### config.mk
export PLATFORM = sky130hd
export DESIGN_NAME = mem_bank_flat
export DESIGN_NICKNAME = d
export VERILOG_FILES = /design/src/design/apple1_pkg.sv /design/src/design/bus_if.sv /design/src/design/mem_bank.sv /design/src/flat_wrapper.sv
export SDC_FILE = /design/constraint.sdc
export NUM_CORES = 2
export LEC_CHECK = 0
export ABC_AREA = 1
export BUFFER_PORTS_ARGS = -buffer_cell sky130_fd_sc_hd__buf_4
export CAP_MARGIN = 20
export CORE_UTILIZATION = 30
export CTS_BUF_LIST = sky130_fd_sc_hd__clkbuf_8
export CTS_CLUSTER_SIZE = 10
export DETAILED_ROUTE_END_ITERATION = 10
export GPL_ROUTABILITY_DRIVEN = 0
export GPL_TIMING_DRIVEN = 1
export PLACE_DENSITY = 0.41
export RECOVER_POWER = 100
export SETUP_SLACK_MARGIN = 0.05
export SLEW_MARGIN = 40
export SYNTH_ARGS = -nofsm -noshare
export SYNTH_HDL_FRONTEND = slang
export SYNTH_SLANG_ARGS = --single-unit
### constraint.sdc
create_clock -name sys_clock -period 1.4 [get_ports sys_clock]
set_input_delay 0.28 -clock sys_clock [delete_from_list [all_inputs] [get_ports sys_clock]]
set_output_delay 0.28 -clock sys_clock [all_outputs]
set_load 0.01 [all_outputs]
### src/design/apple1_pkg.sv
/*
	shared definitions of the apple-1 memory bus
	address and data byte types
	number of mapped regions and the region map tables
	base address, size as power of two, cpu write permission per bank
	value returned by a read of unmapped space
*/
package apple1_pkg;

	// cpu address space is 64 KiB, the data bus one byte
	localparam int ADDR_W = 16;
	localparam int DATA_W = 8;

	typedef logic [ADDR_W-1:0] addr_t; // cpu or download address
	typedef logic [DATA_W-1:0] data_t; // one bus byte

	// mapped regions, index 0 main ram, 1 basic ram, 2 monitor rom
	localparam int NUM_BANKS = 3;

	// region start addresses
	// each base is aligned to its own region size
	localparam addr_t BANK_BASE [NUM_BANKS] = '{
		16'h0000, // main ram
		16'hE000, // basic ram
		16'hFF00  // wozmon rom
	};

	// region sizes as log2 of the byte count
	localparam int BANK_SIZE_LOG2 [NUM_BANKS] = '{
		14, // 16 KiB, 0x0000 to 0x3FFF
		12, // 4 KiB, 0xE000 to 0xEFFF
		8   // 256 bytes, 0xFF00 to 0xFFFF
	};

	// cpu write permission per region
	// the download port may write every region
	localparam bit BANK_CPU_WRITABLE [NUM_BANKS] = '{
		1'b1, // main ram
		1'b1, // basic ram, loaded by download but cpu may patch it
		1'b0  // monitor rom is read only for the cpu
	};

	// everything outside the table reads back as this byte
	// covers the old sdram window, aci, vdp and the gaps between
	localparam data_t UNMAPPED_DATA = 8'h00;

endpackage

### src/design/bus_if.sv
/*
	one registered bus access, arbiter to banks and read mux
	modports for the driver, the memory banks and the read monitor
*/
interface bus_if;
	import apple1_pkg::*;

	logic  req;     // access present this cycle, single cycle pulse
	logic  we;      // write when set, read otherwise
	logic  from_dl; // access comes from the download port
	addr_t addr;
	data_t wdata;

	// arbiter owns every field
	modport arbiter (output req, we, from_dl, addr, wdata);

	// banks must take the access in the cycle req is high
	modport bank (input req, we, from_dl, addr, wdata);

	// read mux only needs to know a cpu read went out
	modport monitor (input req, we, from_dl);

endinterface

### src/design/mem_bank.sv
/*
	one memory region of the bus
	address match against base and size
	write protection for cpu writes, download always allowed
	registered read byte with a one cycle hit flag
*/
module mem_bank #(
	parameter apple1_pkg::addr_t BASE         = 16'h0000,
	parameter int                SIZE_LOG2    = 8,
	parameter bit                CPU_WRITABLE = 1'b1
) (
	input  logic              sys_clock,
	input  logic              rst_n,
	bus_if.bank               bus,
	output logic              hit,   // rdata holds a fresh read byte
	output apple1_pkg::data_t rdata
);
	import apple1_pkg::*;

	localparam int unsigned DEPTH = 1 << SIZE_LOG2;

	// one extra bit so the top region limit does not wrap to zero
	typedef logic [ADDR_W:0] wide_addr_t;
	localparam wide_addr_t LIMIT = {1'b0, BASE} + wide_addr_t'(DEPTH);

	data_t                mem [DEPTH]; // region storage
	logic                 sel;         // address falls into this region
	logic [SIZE_LOG2-1:0] offset;
	logic                 wr_en;
	logic                 rd_en;

	assign sel    = (bus.addr >= BASE) && ({1'b0, bus.addr} < LIMIT);
	assign offset = SIZE_LOG2'(bus.addr - BASE); // byte index within the region

	// a cpu write into a protected region is dropped silently
	assign wr_en = bus.req & sel & bus.we & (bus.from_dl | CPU_WRITABLE);
	assign rd_en = bus.req & sel & ~bus.we;

	// storage and read byte
	always_ff @(posedge sys_clock) begin
		if (wr_en) begin
			mem[offset] <= bus.wdata;
		end
		if (rd_en) begin
			rdata <= mem[offset];
		end
	end

	// hit lines up with rdata, high for one cycle per read
	always_ff @(posedge sys_clock or negedge rst_n) begin
		if (!rst_n) begin
			hit <= 1'b0;
		end else begin
			hit <= rd_en;
		end
	end

endmodule

### src/flat_wrapper.sv
// flat-port wrapper written by rule: the top's interface ports become plain ports
module mem_bank_flat import apple1_pkg::*;
#(
	parameter apple1_pkg::addr_t BASE         = 16'h0000,
	parameter int                SIZE_LOG2    = 8,
	parameter bit                CPU_WRITABLE = 1'b1
)
  (sys_clock, rst_n, hit, rdata, bus_req, bus_we, bus_from_dl, bus_addr, bus_wdata);
  bus_if bus_i ();
  input  logic sys_clock;
  input  logic rst_n;
  output logic hit;
  output apple1_pkg::data_t rdata;
  input wire logic [$bits(bus_i.req)-1:0] bus_req;
  input wire logic [$bits(bus_i.we)-1:0] bus_we;
  input wire logic [$bits(bus_i.from_dl)-1:0] bus_from_dl;
  input wire logic [$bits(bus_i.addr)-1:0] bus_addr;
  input wire logic [$bits(bus_i.wdata)-1:0] bus_wdata;
  assign bus_i.req = bus_req;
  assign bus_i.we = bus_we;
  assign bus_i.from_dl = bus_from_dl;
  assign bus_i.addr = bus_addr;
  assign bus_i.wdata = bus_wdata;
  mem_bank #(.BASE(BASE), .SIZE_LOG2(SIZE_LOG2), .CPU_WRITABLE(CPU_WRITABLE)) u_core (.sys_clock(sys_clock), .rst_n(rst_n), .bus(bus_i), .hit(hit), .rdata(rdata));
endmodule
==> impl_metrics.yaml <==
critical_path:
  endpoint: "rdata[6]"
  max_stage_delay_ns: 0.70
  cp_top_family: "flip-flops"
  worst_ep_arrival_time_ns: 1.84
  crit_cells: 1
  crit_required_ns: 1.12
  cp-start-kind: "flop"
  rr_endpoint: "u_core.rdata[2]$_DFFE_PP_"
  crit_path_end_kind: "output pin"
  ff2ff_path_depth: 13
  crit_path_start: "u_core.rdata[6]$_DFFE_PP_"
  crit_path_top_delay_cell: "edfxtp_1"
  path_max_fanout: 1
  path_cells: "buf_6"
  r2r-start: "u_core.mem[128][2]$_DFFE_PP_"
  critical_path_class: "reg2out"
  r2r_slack_ns: -0.62
  crit_buf_inv: 1
logic_synthesis:
  yosys-top-cells-area: "edfxtp_1 73%, nand2_1 18%, nand3_1 3.3%, nor2_1 1.5%, buf_2 1.3%"
  synth_fp_nets: 7837
  yosysTopAreaCellShare_pct: 72.60
  synth_cell_types: 23
  ys.flop_type: "edfxtp_1"
  avgSynthCellArea_sq_um: 10.89
  syn_inst: 7808
  synth-seq-cells: 2057
  synth-edff-count: 2056
  yosysTopAreaCell: "edfxtp_1"
  ys_async_sr_fraction_pct: 0.04861
  syn_area_sq_mm: 0.08504
  yosysSeqAreaShare_pct: 72.63
  yosysWarnings: 0
  yosys-top-cells-count: "4096 x nand2_1, 2056 x edfxtp_1, 560 x nand3_1"
  yosysMostFrequentCell: "nand2_1"
global_route:
  grt_pass1_vias: 59230
  grt-ovfl-total: 0
  antenna_found_initial: 5
  track_usage_pct: 19.67
  grt_pass1_wl_microns: 413500
  grt_max_degree: 79
sta:
  final.setup_skew_ns: 0.06333
  setup_ws_ns: -0.7195
  slew_headroom_pct: 22.84
  max_slew.worst_pin.slew_ns: 1.157
  report.final.hold_viol_count: 0
  drv_slew: 0
  timing.final.crit_share_pct: 151.4
  setup_viol: 2894
  clock.fmax_mhz: 471.8
  whs_ns: 0.1650
  grt_setup_unrepaired: "true"
  fin_crit_ns: 2.119
routing:
  firstDrtPassIters: 5
  wirelength_microns: 286200
  wl_per_cell_microns: 22.58
  drc: 0
  drtIter0Drc: 4502
  vias: 59000
  ant_nets: 0
  vias_per_cell: 4.656
power:
  power_uw: 130300
  peakVddDrop_mv: 0.8147
  p_per_area_mw_per_mm2: 1204
  leakage_uw: 0.04180
finish:
  nFillCells: 27660
  finalNetCount: 8664
  area_growth_pct: 27.24
  multi_input_comb_area_sq_mm: 0.02371
  ff_latch_area_sq_mm: 0.06176
  drive_gt1_share_pct: 20.43
clocking:
  clock-sinks: 2057
  cts_buffers: 372
  clock_latency_ns: 0.96
  cts_buffer_depth: 4
  clkTransAtPathRegs_ns: 0.06
  cts_tree: "built"
  clock-root-buffer: "clkbuf_8"
  h-tree-depth: 5
place:
  io_buffers: 36
  dp_hpwl_microns: 180700
  dp_slack_ns: -1.684
hold_path:
  min_path_type: "in2async"
floorplanning:
  die_h_microns: 534.4
  rows: 195
  die_area_sq_mm: 0.2856
  core-area_sq_mm: 0.2820
  die_w_microns: 534.4
  start_util_pct: 30.15
  pin_count: 38
run_status:
  status: "finished with violations"
  violations: "setup timing"
run:
  maxCapViolCount: 0
==> registers in the layout, indices dropped and copies added (netlist names) <==
name,flops
u_core.rdata,8
u_core.mem,2048
u_core.hit,1
==> report_power, final <==
group	internal (uW)	switching (uW)
clock	27400	25800
combinational	2780	6510
sequential	67800	0.257
total	98000	32300
==> per-layer routing <==
metal	wire, microns	part of all wire (%)	vias to the layer above	track usage, %
met5	0	0	-	0
met4	9364	3.3	0	6.316
met3	14100	4.9	447	2.381
met2	132500	46	1496	31.60
met1	130300	46	28940	27.60
li1	-	-	28120	-
==> kinds of logic (layout without fill, tap and decap cells) <==
| logic type | count (synthesis) | count (layout) | share of synthesized area [%] |
|---|---|---|---|
| AND/OR/NAND/NOR | 5154 | 5154 | 24.11 |
| flip-flops | 2057 | 2057 | 72.63 |
| buffers and inverters | 469 | 1588 | 2.498 |
| AO/OA/AOI/OAI | 128 | 128 | 0.7533 |
| other | 0 | 3 | 0 |
==> final cells by class <==
type | instances | share of cell area (%)
clock inverter | 290 | 1.483
multi-input combinational | 5282 | 21.92
clock buffer | 376 | 4.783
tap | 3743 | 4.329
sequential | 2057 | 57.09
inverter | 15 | 0.07864
antenna | 3 | 0.006939
timing repair buffer | 907 | 10.32
==> worst min path at each step <==
stage | to | slack [ns] | cells past startpoint
floorplan | u_core.hit$_DFF_PN0_ | -0.02 | 0
global placement | u_core.hit$_DFF_PN0_ | 0.06 | 1
detailed placement | u_core.hit$_DFF_PN0_ | 0.06 | 1
CTS | u_core.hit$_DFF_PN0_ | 0.03 | 3
global route | u_core.hit$_DFF_PN0_ | 0.11 | 3
finish | u_core.hit$_DFF_PN0_ | 0.16 | 3
==> placed cells by master (no fill, tap or decap), drive strengths merged, types with 2 or more instances in the layout <==
cell type	n
clkinv	176
clkinvlp	4
diode	3
dlygate4sd3	15
bufinv	13
o21ai	128
nand3	560
clkbuf	426
nor4	2
nor2	350
bufbuf	2
nand4	128
edfxtp	2056
nand2	4113
inv	112
buf	840
==> metrics by stage <==
stage	cell area, sq um	TNS, ns	utilization, %	cells
global placement	98500	-2200.28	34.92	11960
global route	108200	-452.42	38.36	12670
CTS	106900	-11.39	37.88	12660
detailed placement	98500	-2260.55	34.92	11960
finish	108200	-417.75	38.36	12670
floorplan	85700	-1334.44	-	7808
==> repair_timing <==
item / 4_1_cts / 5_1_grt
buffers inserted: 18 / 8
pin swaps: 110 / 54
resized for setup: 302 / 422
endpoints found under the hold margin: 1863 / 0
endpoints found under the setup margin: 1904 / 1920
gates cloned: 6 / 5
hold buffers: 15 / 0
Note: power is estimated with default switching activity, not from simulation.
