<file path="src/design/apple1_pkg.sv">
/*
	shared definitions of the apple-1 memory bus
	address and data byte types
	number of mapped regions and the region map tables
	base address, size as power of two, cpu write permission per bank
	value returned by a read of unmapped space
*/
package apple1_pkg;

	// cpu address space is 64 KiB, the data bus one byte
	localparam int ADDR_W = 16;
	localparam int DATA_W = 8;

	typedef logic [ADDR_W-1:0] addr_t; // cpu or download address
	typedef logic [DATA_W-1:0] data_t; // one bus byte

	// mapped regions, index 0 main ram, 1 basic ram, 2 monitor rom
	localparam int NUM_BANKS = 3;

	// region start addresses
	// each base is aligned to its own region size
	localparam addr_t BANK_BASE [NUM_BANKS] = '{
		16'h0000, // main ram
		16'hE000, // basic ram
		16'hFF00  // wozmon rom
	};

	// region sizes as log2 of the byte count
	localparam int BANK_SIZE_LOG2 [NUM_BANKS] = '{
		14, // 16 KiB, 0x0000 to 0x3FFF
		12, // 4 KiB, 0xE000 to 0xEFFF
		8   // 256 bytes, 0xFF00 to 0xFFFF
	};

	// cpu write permission per region
	// the download port may write every region
	localparam bit BANK_CPU_WRITABLE [NUM_BANKS] = '{
		1'b1, // main ram
		1'b1, // basic ram, loaded by download but cpu may patch it
		1'b0  // monitor rom is read only for the cpu
	};

	// everything outside the table reads back as this byte
	// covers the old sdram window, aci, vdp and the gaps between
	localparam data_t UNMAPPED_DATA = 8'h00;

endpackage

</file>
<file path="src/design/bus_if.sv">
/*
	one registered bus access, arbiter to banks and read mux
	modports for the driver, the memory banks and the read monitor
*/
interface bus_if;
	import apple1_pkg::*;

	logic  req;     // access present this cycle, single cycle pulse
	logic  we;      // write when set, read otherwise
	logic  from_dl; // access comes from the download port
	addr_t addr;
	data_t wdata;

	// arbiter owns every field
	modport arbiter (output req, we, from_dl, addr, wdata);

	// banks must take the access in the cycle req is high
	modport bank (input req, we, from_dl, addr, wdata);

	// read mux only needs to know a cpu read went out
	modport monitor (input req, we, from_dl);

endinterface

</file>
<file path="src/design/read_mux.sv">
/*
	read return path
	read valid register, aligned with the bank read stage
	selection of the hitting bank's byte, unmapped reads return zero
*/
module read_mux (
	input  logic                                              sys_clock,
	input  logic                                              rst_n,
	bus_if.monitor                                            bus,
	input  logic [apple1_pkg::NUM_BANKS-1:0]                  bank_hit,
	input  apple1_pkg::data_t [apple1_pkg::NUM_BANKS-1:0]     bank_rdata,
	output apple1_pkg::data_t                                 rd_data,
	output logic                                              rd_valid
);
	import apple1_pkg::*;

	logic cpu_rd; // cpu read on the bus this cycle

	// download accesses are writes, the extra term keeps them out anyway
	assign cpu_rd = bus.req & ~bus.we & ~bus.from_dl;

	// valid for every cpu read, mapped or not
	always_ff @(posedge sys_clock or negedge rst_n) begin
		if (!rst_n) begin
			rd_valid <= 1'b0;
		end else begin
			rd_valid <= cpu_rd;
		end
	end

	// regions never overlap, so at most one hit flag is set
	always_comb begin
		rd_data = UNMAPPED_DATA; // default for unmapped space
		for (int i = 0; i < NUM_BANKS; i++) begin
			if (bank_hit[i]) begin
				rd_data = bank_rdata[i];
			end
		end
	end

endmodule

</file>
<file path="src/flat_wrapper.sv">
// flat-port wrapper written by rule: the top's interface ports become plain ports
module read_mux_flat import apple1_pkg::*;
  (sys_clock, rst_n, bank_hit, bank_rdata, rd_data, rd_valid, bus_req, bus_we, bus_from_dl);
  bus_if bus_i ();
  input  logic sys_clock;
  input  logic rst_n;
  input  logic [apple1_pkg::NUM_BANKS-1:0] bank_hit;
  input  apple1_pkg::data_t [apple1_pkg::NUM_BANKS-1:0] bank_rdata;
  output apple1_pkg::data_t rd_data;
  output logic rd_valid;
  input wire logic [$bits(bus_i.req)-1:0] bus_req;
  input wire logic [$bits(bus_i.we)-1:0] bus_we;
  input wire logic [$bits(bus_i.from_dl)-1:0] bus_from_dl;
  assign bus_i.req = bus_req;
  assign bus_i.we = bus_we;
  assign bus_i.from_dl = bus_from_dl;
  read_mux u_core (.sys_clock(sys_clock), .rst_n(rst_n), .bus(bus_i), .bank_hit(bank_hit), .bank_rdata(bank_rdata), .rd_data(rd_data), .rd_valid(rd_valid));
endmodule
</file>
<file path="config.mk">
export PLATFORM = sky130hd
export DESIGN_NAME = read_mux_flat
export DESIGN_NICKNAME = d
export VERILOG_FILES = /design/src/design/apple1_pkg.sv /design/src/design/bus_if.sv /design/src/design/read_mux.sv /design/src/flat_wrapper.sv
export SDC_FILE = /design/constraint.sdc
export NUM_CORES = 1
export LEC_CHECK = 0
export BUFFER_PORTS_ARGS = -buffer_cell sky130_fd_sc_hd__buf_2
export CORE_AREA = 3 3 40 42
export DETAILED_ROUTE_END_ITERATION = 7
export DIE_AREA = 0 0 43 45
export PLACE_DENSITY_LB_ADDON = 0.05
export SYNTH_ARGS = -nofsm -noshare
export SYNTH_HDL_FRONTEND = slang
export SYNTH_SLANG_ARGS = --single-unit
</file>
<file path="constraint.sdc">
create_clock -name sys_clock -period 1.15 [get_ports sys_clock]
set_clock_uncertainty 0.1 [all_clocks]
set_input_delay 0.345 -clock sys_clock [delete_from_list [all_inputs] [get_ports sys_clock]]
set_output_delay 0.345 -clock sys_clock [all_outputs]
set_load 0.02 [all_outputs]
</file>
==> metrics, run 1 <==
run status finished with violations; failing checks setup timing; share of layout cells above drive strength 1 81.3%; register area 25.0 um^2; Reg with most FFs u_core.rd_valid; syn nets 69; Synth Instances 37; Pwr Density 467 nW/um^2; max-slew violation count 0; antenna-violating nets left 0; Die Height 45 um; Via-to-Cell Ratio 4.62; worst vdd ir 0.211 mV; crit end category primary output; Synth Area in Compound Gates 33.3%; worst-path fanout max 8; vias in the first global route 394; crit start category input port; top cells by area, synth a21oi_1 (30%), nand3b_1 (24%), nor2b_1 (17%); routed vias 416; 1st-iter DRT viols 0; Synth area leader a21oi_1; largest net degree at the start of global routing 17; layout filler cell count 116; Synth Area in XOR/XNOR 0%; worst setup path startpoint bank_hit[1]; multi-input logic area 349 um^2; port buffer count 40; Post-DP Area 495 um^2; unrepaired setup endpoints after global routing yes; cell area after synthesis 251 um^2; # IOs 41; final setup violation count 8; dpl ws -0.361 ns; first-pass GRT wire length 1570 um; Final #Nets 109; max FFs per register 1; CTS clock-pin slew for the worst setup and hold paths 0 ns; HPWL Detailed 749 um; post-DR wirelength/cell 11.3 um; row cnt 13; Synth Area in Adders 0%; final hold viol count 0; CP Data Required Time 0.70 ns; Yosys top cell area share 29.9%; Netlist cell types 10; worst hold path class input port to async pin; # hold bufs at CTS 0; LEAKAGE 0.293 nW; Worst path max stage delay 0.17 ns; register area share after synthesis 9.95%; Initial Utilization 19.6%; mean post-synth cell area 6.80 um^2; Area Growth Syn to Fin 174%; Slew @ Worst Pin 0.157 ns; largest family of logic cells by synthesized area simple AND/OR/NAND/NOR gates; Core Area 1280 um^2; initial antenna violation count 0; die area 1940 um^2; period utilization 118%; grt total ovfl 0; mux share of post-synthesis cell area 0%; min cycle time layout 1.36 ns; Max Fclk 0.737 GHz; DRC 0; Die X 43 um; slowest cell on the critical path nand3b_1; GRT Total Usage 10.0%; CP Data Arrival Time 0.91 ns; n_diodes 0; Synth Warn # 0; max_slew headroom 89.5%; worst setup margin -0.207 ns; drt pass-1 iters 1; Top Registers u_core.rd_valid x1; Post-Route WL 1010 um; FF+latch count, synth 1; post-synthesis simple-gate area fraction 47.3%; post-route design area 688 um^2; Max Cap Viol 0; CP Class input port to primary output; RePlAce Congestion 0.655; CP Cell Sequence buf_12 -> nand3b_1 -> a21oi_2 -> buf_4
final cells by class:
cell class | count | share of cell area [%]
well taps | 15 | 2.73
flip-flops and latches | 1 | 3.64
repair buffers | 41 | 42.9
multi-input cells | 33 | 50.7
synth_stat cells:
cell / number
a21oi_1: 15
nand3b_1: 8
nor2b_1: 7
a21oi_2: 1
and2b_1: 1
buf_2: 1
buf_4: 1
buf_6: 1
dfrtp_1: 1
nor3b_1: 1
worst max-delay path: cells and delay by family:
family	cells	cell delay [ns]
AOI/OAI and AO/OA	1	0.14
and+or+nand+nor	1	0.17
buffers and inverters	2	0.26
repair_timing:
action	in CTS	in global routing
endpoints found under the setup margin	8	8
pin swaps	4	1
setup buffers	0	0
resized for setup	40	2
cloned	1	0
cells by family after synthesis:
kind of cell,after synthesis
compound gates,16
simple gates,17
flops,1
buf+inv,3
per-layer routing:
metal | vias to the layer above | track usage (%) | part of all wire, %
met4 | 0 | 0 | 0
met5 | - | 0 | 0
met2 | 29 | 20.1 | 49
li1 | 212 | - | -
met1 | 175 | 11.2 | 36
met3 | 0 | 2.79 | 16
final timing paths:
| check | endpoint | slack [ns] | cells past startpoint |
|---|---|---|---|
| hold / removal | u_core.rd_valid | 0.02 | 1 |
| max in group asynchronous | u_core.rd_valid | 0.84 | 1 |
| setup / recovery | rd_data[1] | -0.21 | 4 |
| min in group sys_clock | u_core.rd_valid | 0.40 | 2 |
report_power, final:
part	total, mW	switching [mW]	internal, mW
clock network	0	0	0
registers	0.0374	0.000226	0.0371
logic	0.284	0.130	0.154
per-stage QoR:
stage               total power, mW  util [%]  hold slack, ns  cells  setup TNS, ns
finish                        0.321      53.6          0.0203     90          -1.49
global route                  0.340      53.6          0.0247     90          -1.70
CTS                           0.320      53.1          0.0217     90          -1.50
detailed placement            0.234      38.6          0.0214     89          -2.50
global placement              0.235      38.6          0.0201     89          -2.48
floorplan                     0.160         -         -0.0506     37         -0.728
layout by cell type, fill, tap and decap left out, drive strengths merged:
cell type	count
nor2b	7
a21oi	16
and2b	1
nor3b	1
nand3b	8
dfrtp	1
buf	41
Note: power is estimated with default switching activity, not from simulation.
==> inputs of run 2 (changes only) <==
- HOLD_SLACK_MARGIN: unset -> 0.03
==> run 2 against run 1 <==
  * Critical path type unchanged
  * Setup slack got worse by 0.00058 ns
  * Utilization is 0.78 points higher
  * Flip-flop and latch count unchanged
  * The run still ends with setup timing left
  * Routed wire length increased by 0.79%
==> metrics, run 2 (same netlist as run 1, synthesis figures left out) <==
run status finished with violations; Top Registers u_core.rd_valid x1; uppermost layer routed met3; worst-path fanout max 8; grt total ovfl 0; # IOs 41; Hold Crit Depth 2; Max Cap Viol 0; unrepaired setup endpoints after global routing yes; max_slew headroom 89.5%; RePlAce Congestion 0.655; vias in the first global route 403; dpl ws -0.361 ns; most frequent cells in the layout buf_2 (29), a21oi_4 (10), nand3b_1 (8), a21oi_2 (6), buf_4 (5); failing checks setup timing; Comb power frac 88.5%; worst hold start bus_from_dl; first-pass GRT wire length 1590 um; DRC 0; Post-DP Area 495 um^2; CP Class input port to primary output; met1 WL 366 um; row cnt 13; port buffer count 40; Area Growth Syn to Fin 178%; max FFs per register 1; Die Height 45 um; antenna-violating nets left 0; Final #Nets 110; routed vias 420; part of the power in registers 11.5%; Post-Route WL 1020 um; met2 WL 496 um; worst hold path class input port to register; Pwr Density 464 nW/um^2; post-DR wirelength/cell 11.2 um; commonest non-fill, non-tap cell in the layout buf_2; met3 WL 158 um; final setup violation count 8; 1st-iter DRT viols 0; Clock power frac 0%; LEAKAGE 0.297 nW; period utilization 118%; CTS clock-pin slew for the worst setup and hold paths 0 ns; min cycle time layout 1.36 ns; setup repair bufs after CTS 0; Via-to-Cell Ratio 4.62; n_diodes 0; post-route design area 698 um^2; worst vdd ir 0.215 mV; crit end category primary output; Core Area 1280 um^2; initial antenna violation count 0; Die X 43 um; crit start category input port; largest net degree at the start of global routing 17; GRT Total Usage 10.2%; Slew @ Worst Pin 0.157 ns; Psw 0.131 mW; Sw Share 40.4%; CP Data Required Time 0.70 ns; drt pass-1 iters 1; Reg with most FFs u_core.rd_valid; Cell Int Power 0.193 mW; share of layout cells above drive strength 1 80.3%; Max Fclk 0.736 GHz; max-slew violation count 0; Initial Utilization 19.6%; layout filler cell count 115; die area 1940 um^2; CP Data Arrival Time 0.91 ns; final hold viol count 0; hold path endpoint u_core.rd_valid; HPWL Detailed 749 um; worst setup margin -0.208 ns
-- run 2: final cells by class --
| class | instances | area (um^2) | share of cell area, % |
|---|---|---|---|
| Sequential cell | 1 | 25.0 | 3.58 |
| Tap cell | 15 | 18.8 | 2.69 |
| Multi-Input combinational cell | 33 | 349 | 50.0 |
| Timing Repair Buffer | 42 | 305 | 43.7 |
-- run 2: worst max-delay path, cell delays in order --
cell,delay (ns)
buf_12,0.11
nand3b_1,0.17
a21oi_2,0.14
buf_4,0.15
-- run 2: metal layers --
layer / vias to the layer above / global-route usage, %
li1: 214 / -
met1: 177 / 11.2
met2: 29 / 20.7
met3: 0 / 2.79
met4: 0 / 0
met5: - / 0
-- run 2: metrics by stage --
stage | utilization [%] | instances | total power [mW] | setup TNS [ns] | hold WS, ns
global placement | 38.6 | 89 | 0.235 | -2.48 | 0.0201
floorplan | - | 37 | 0.160 | -0.728 | -0.0506
global route | 54.3 | 91 | 0.343 | -1.70 | 0.415
detailed placement | 38.6 | 89 | 0.234 | -2.50 | 0.0214
finish | 54.3 | 91 | 0.324 | -1.49 | 0.399
CTS | 53.8 | 91 | 0.322 | -1.50 | 0.402
-- run 2: power groups by stage --
stage               Combinational, mW  Sequential (mW)  Clock, mW
finish                          0.287           0.0374          0
global placement                0.197           0.0374          0
floorplan                       0.121           0.0393          0
global route                    0.306           0.0376          0
detailed placement              0.197           0.0374          0
CTS                             0.285           0.0374          0
-- run 2: worst max path at each step --
stage                      from    endpoint  slack, ns  cells past startpoint
finish              bank_hit[1]  rd_data[1]      -0.21                      4
CTS                 bank_hit[1]  rd_data[4]      -0.24                      4
global placement    bank_hit[1]  rd_data[0]      -0.35                      4
global route        bank_hit[1]  rd_data[1]      -0.24                      4
detailed placement  bank_hit[1]  rd_data[0]      -0.36                      4
floorplan           bank_hit[1]  rd_data[4]      -0.14                      3
-- run 2: repair_timing --
action,4_1_cts,5_1_grt
gates cloned,1,0
resized for setup,40,2
endpoints found under the setup margin,8,8
pin swaps,4,1
hold buffers,1,0
endpoints found under the hold margin,1,0
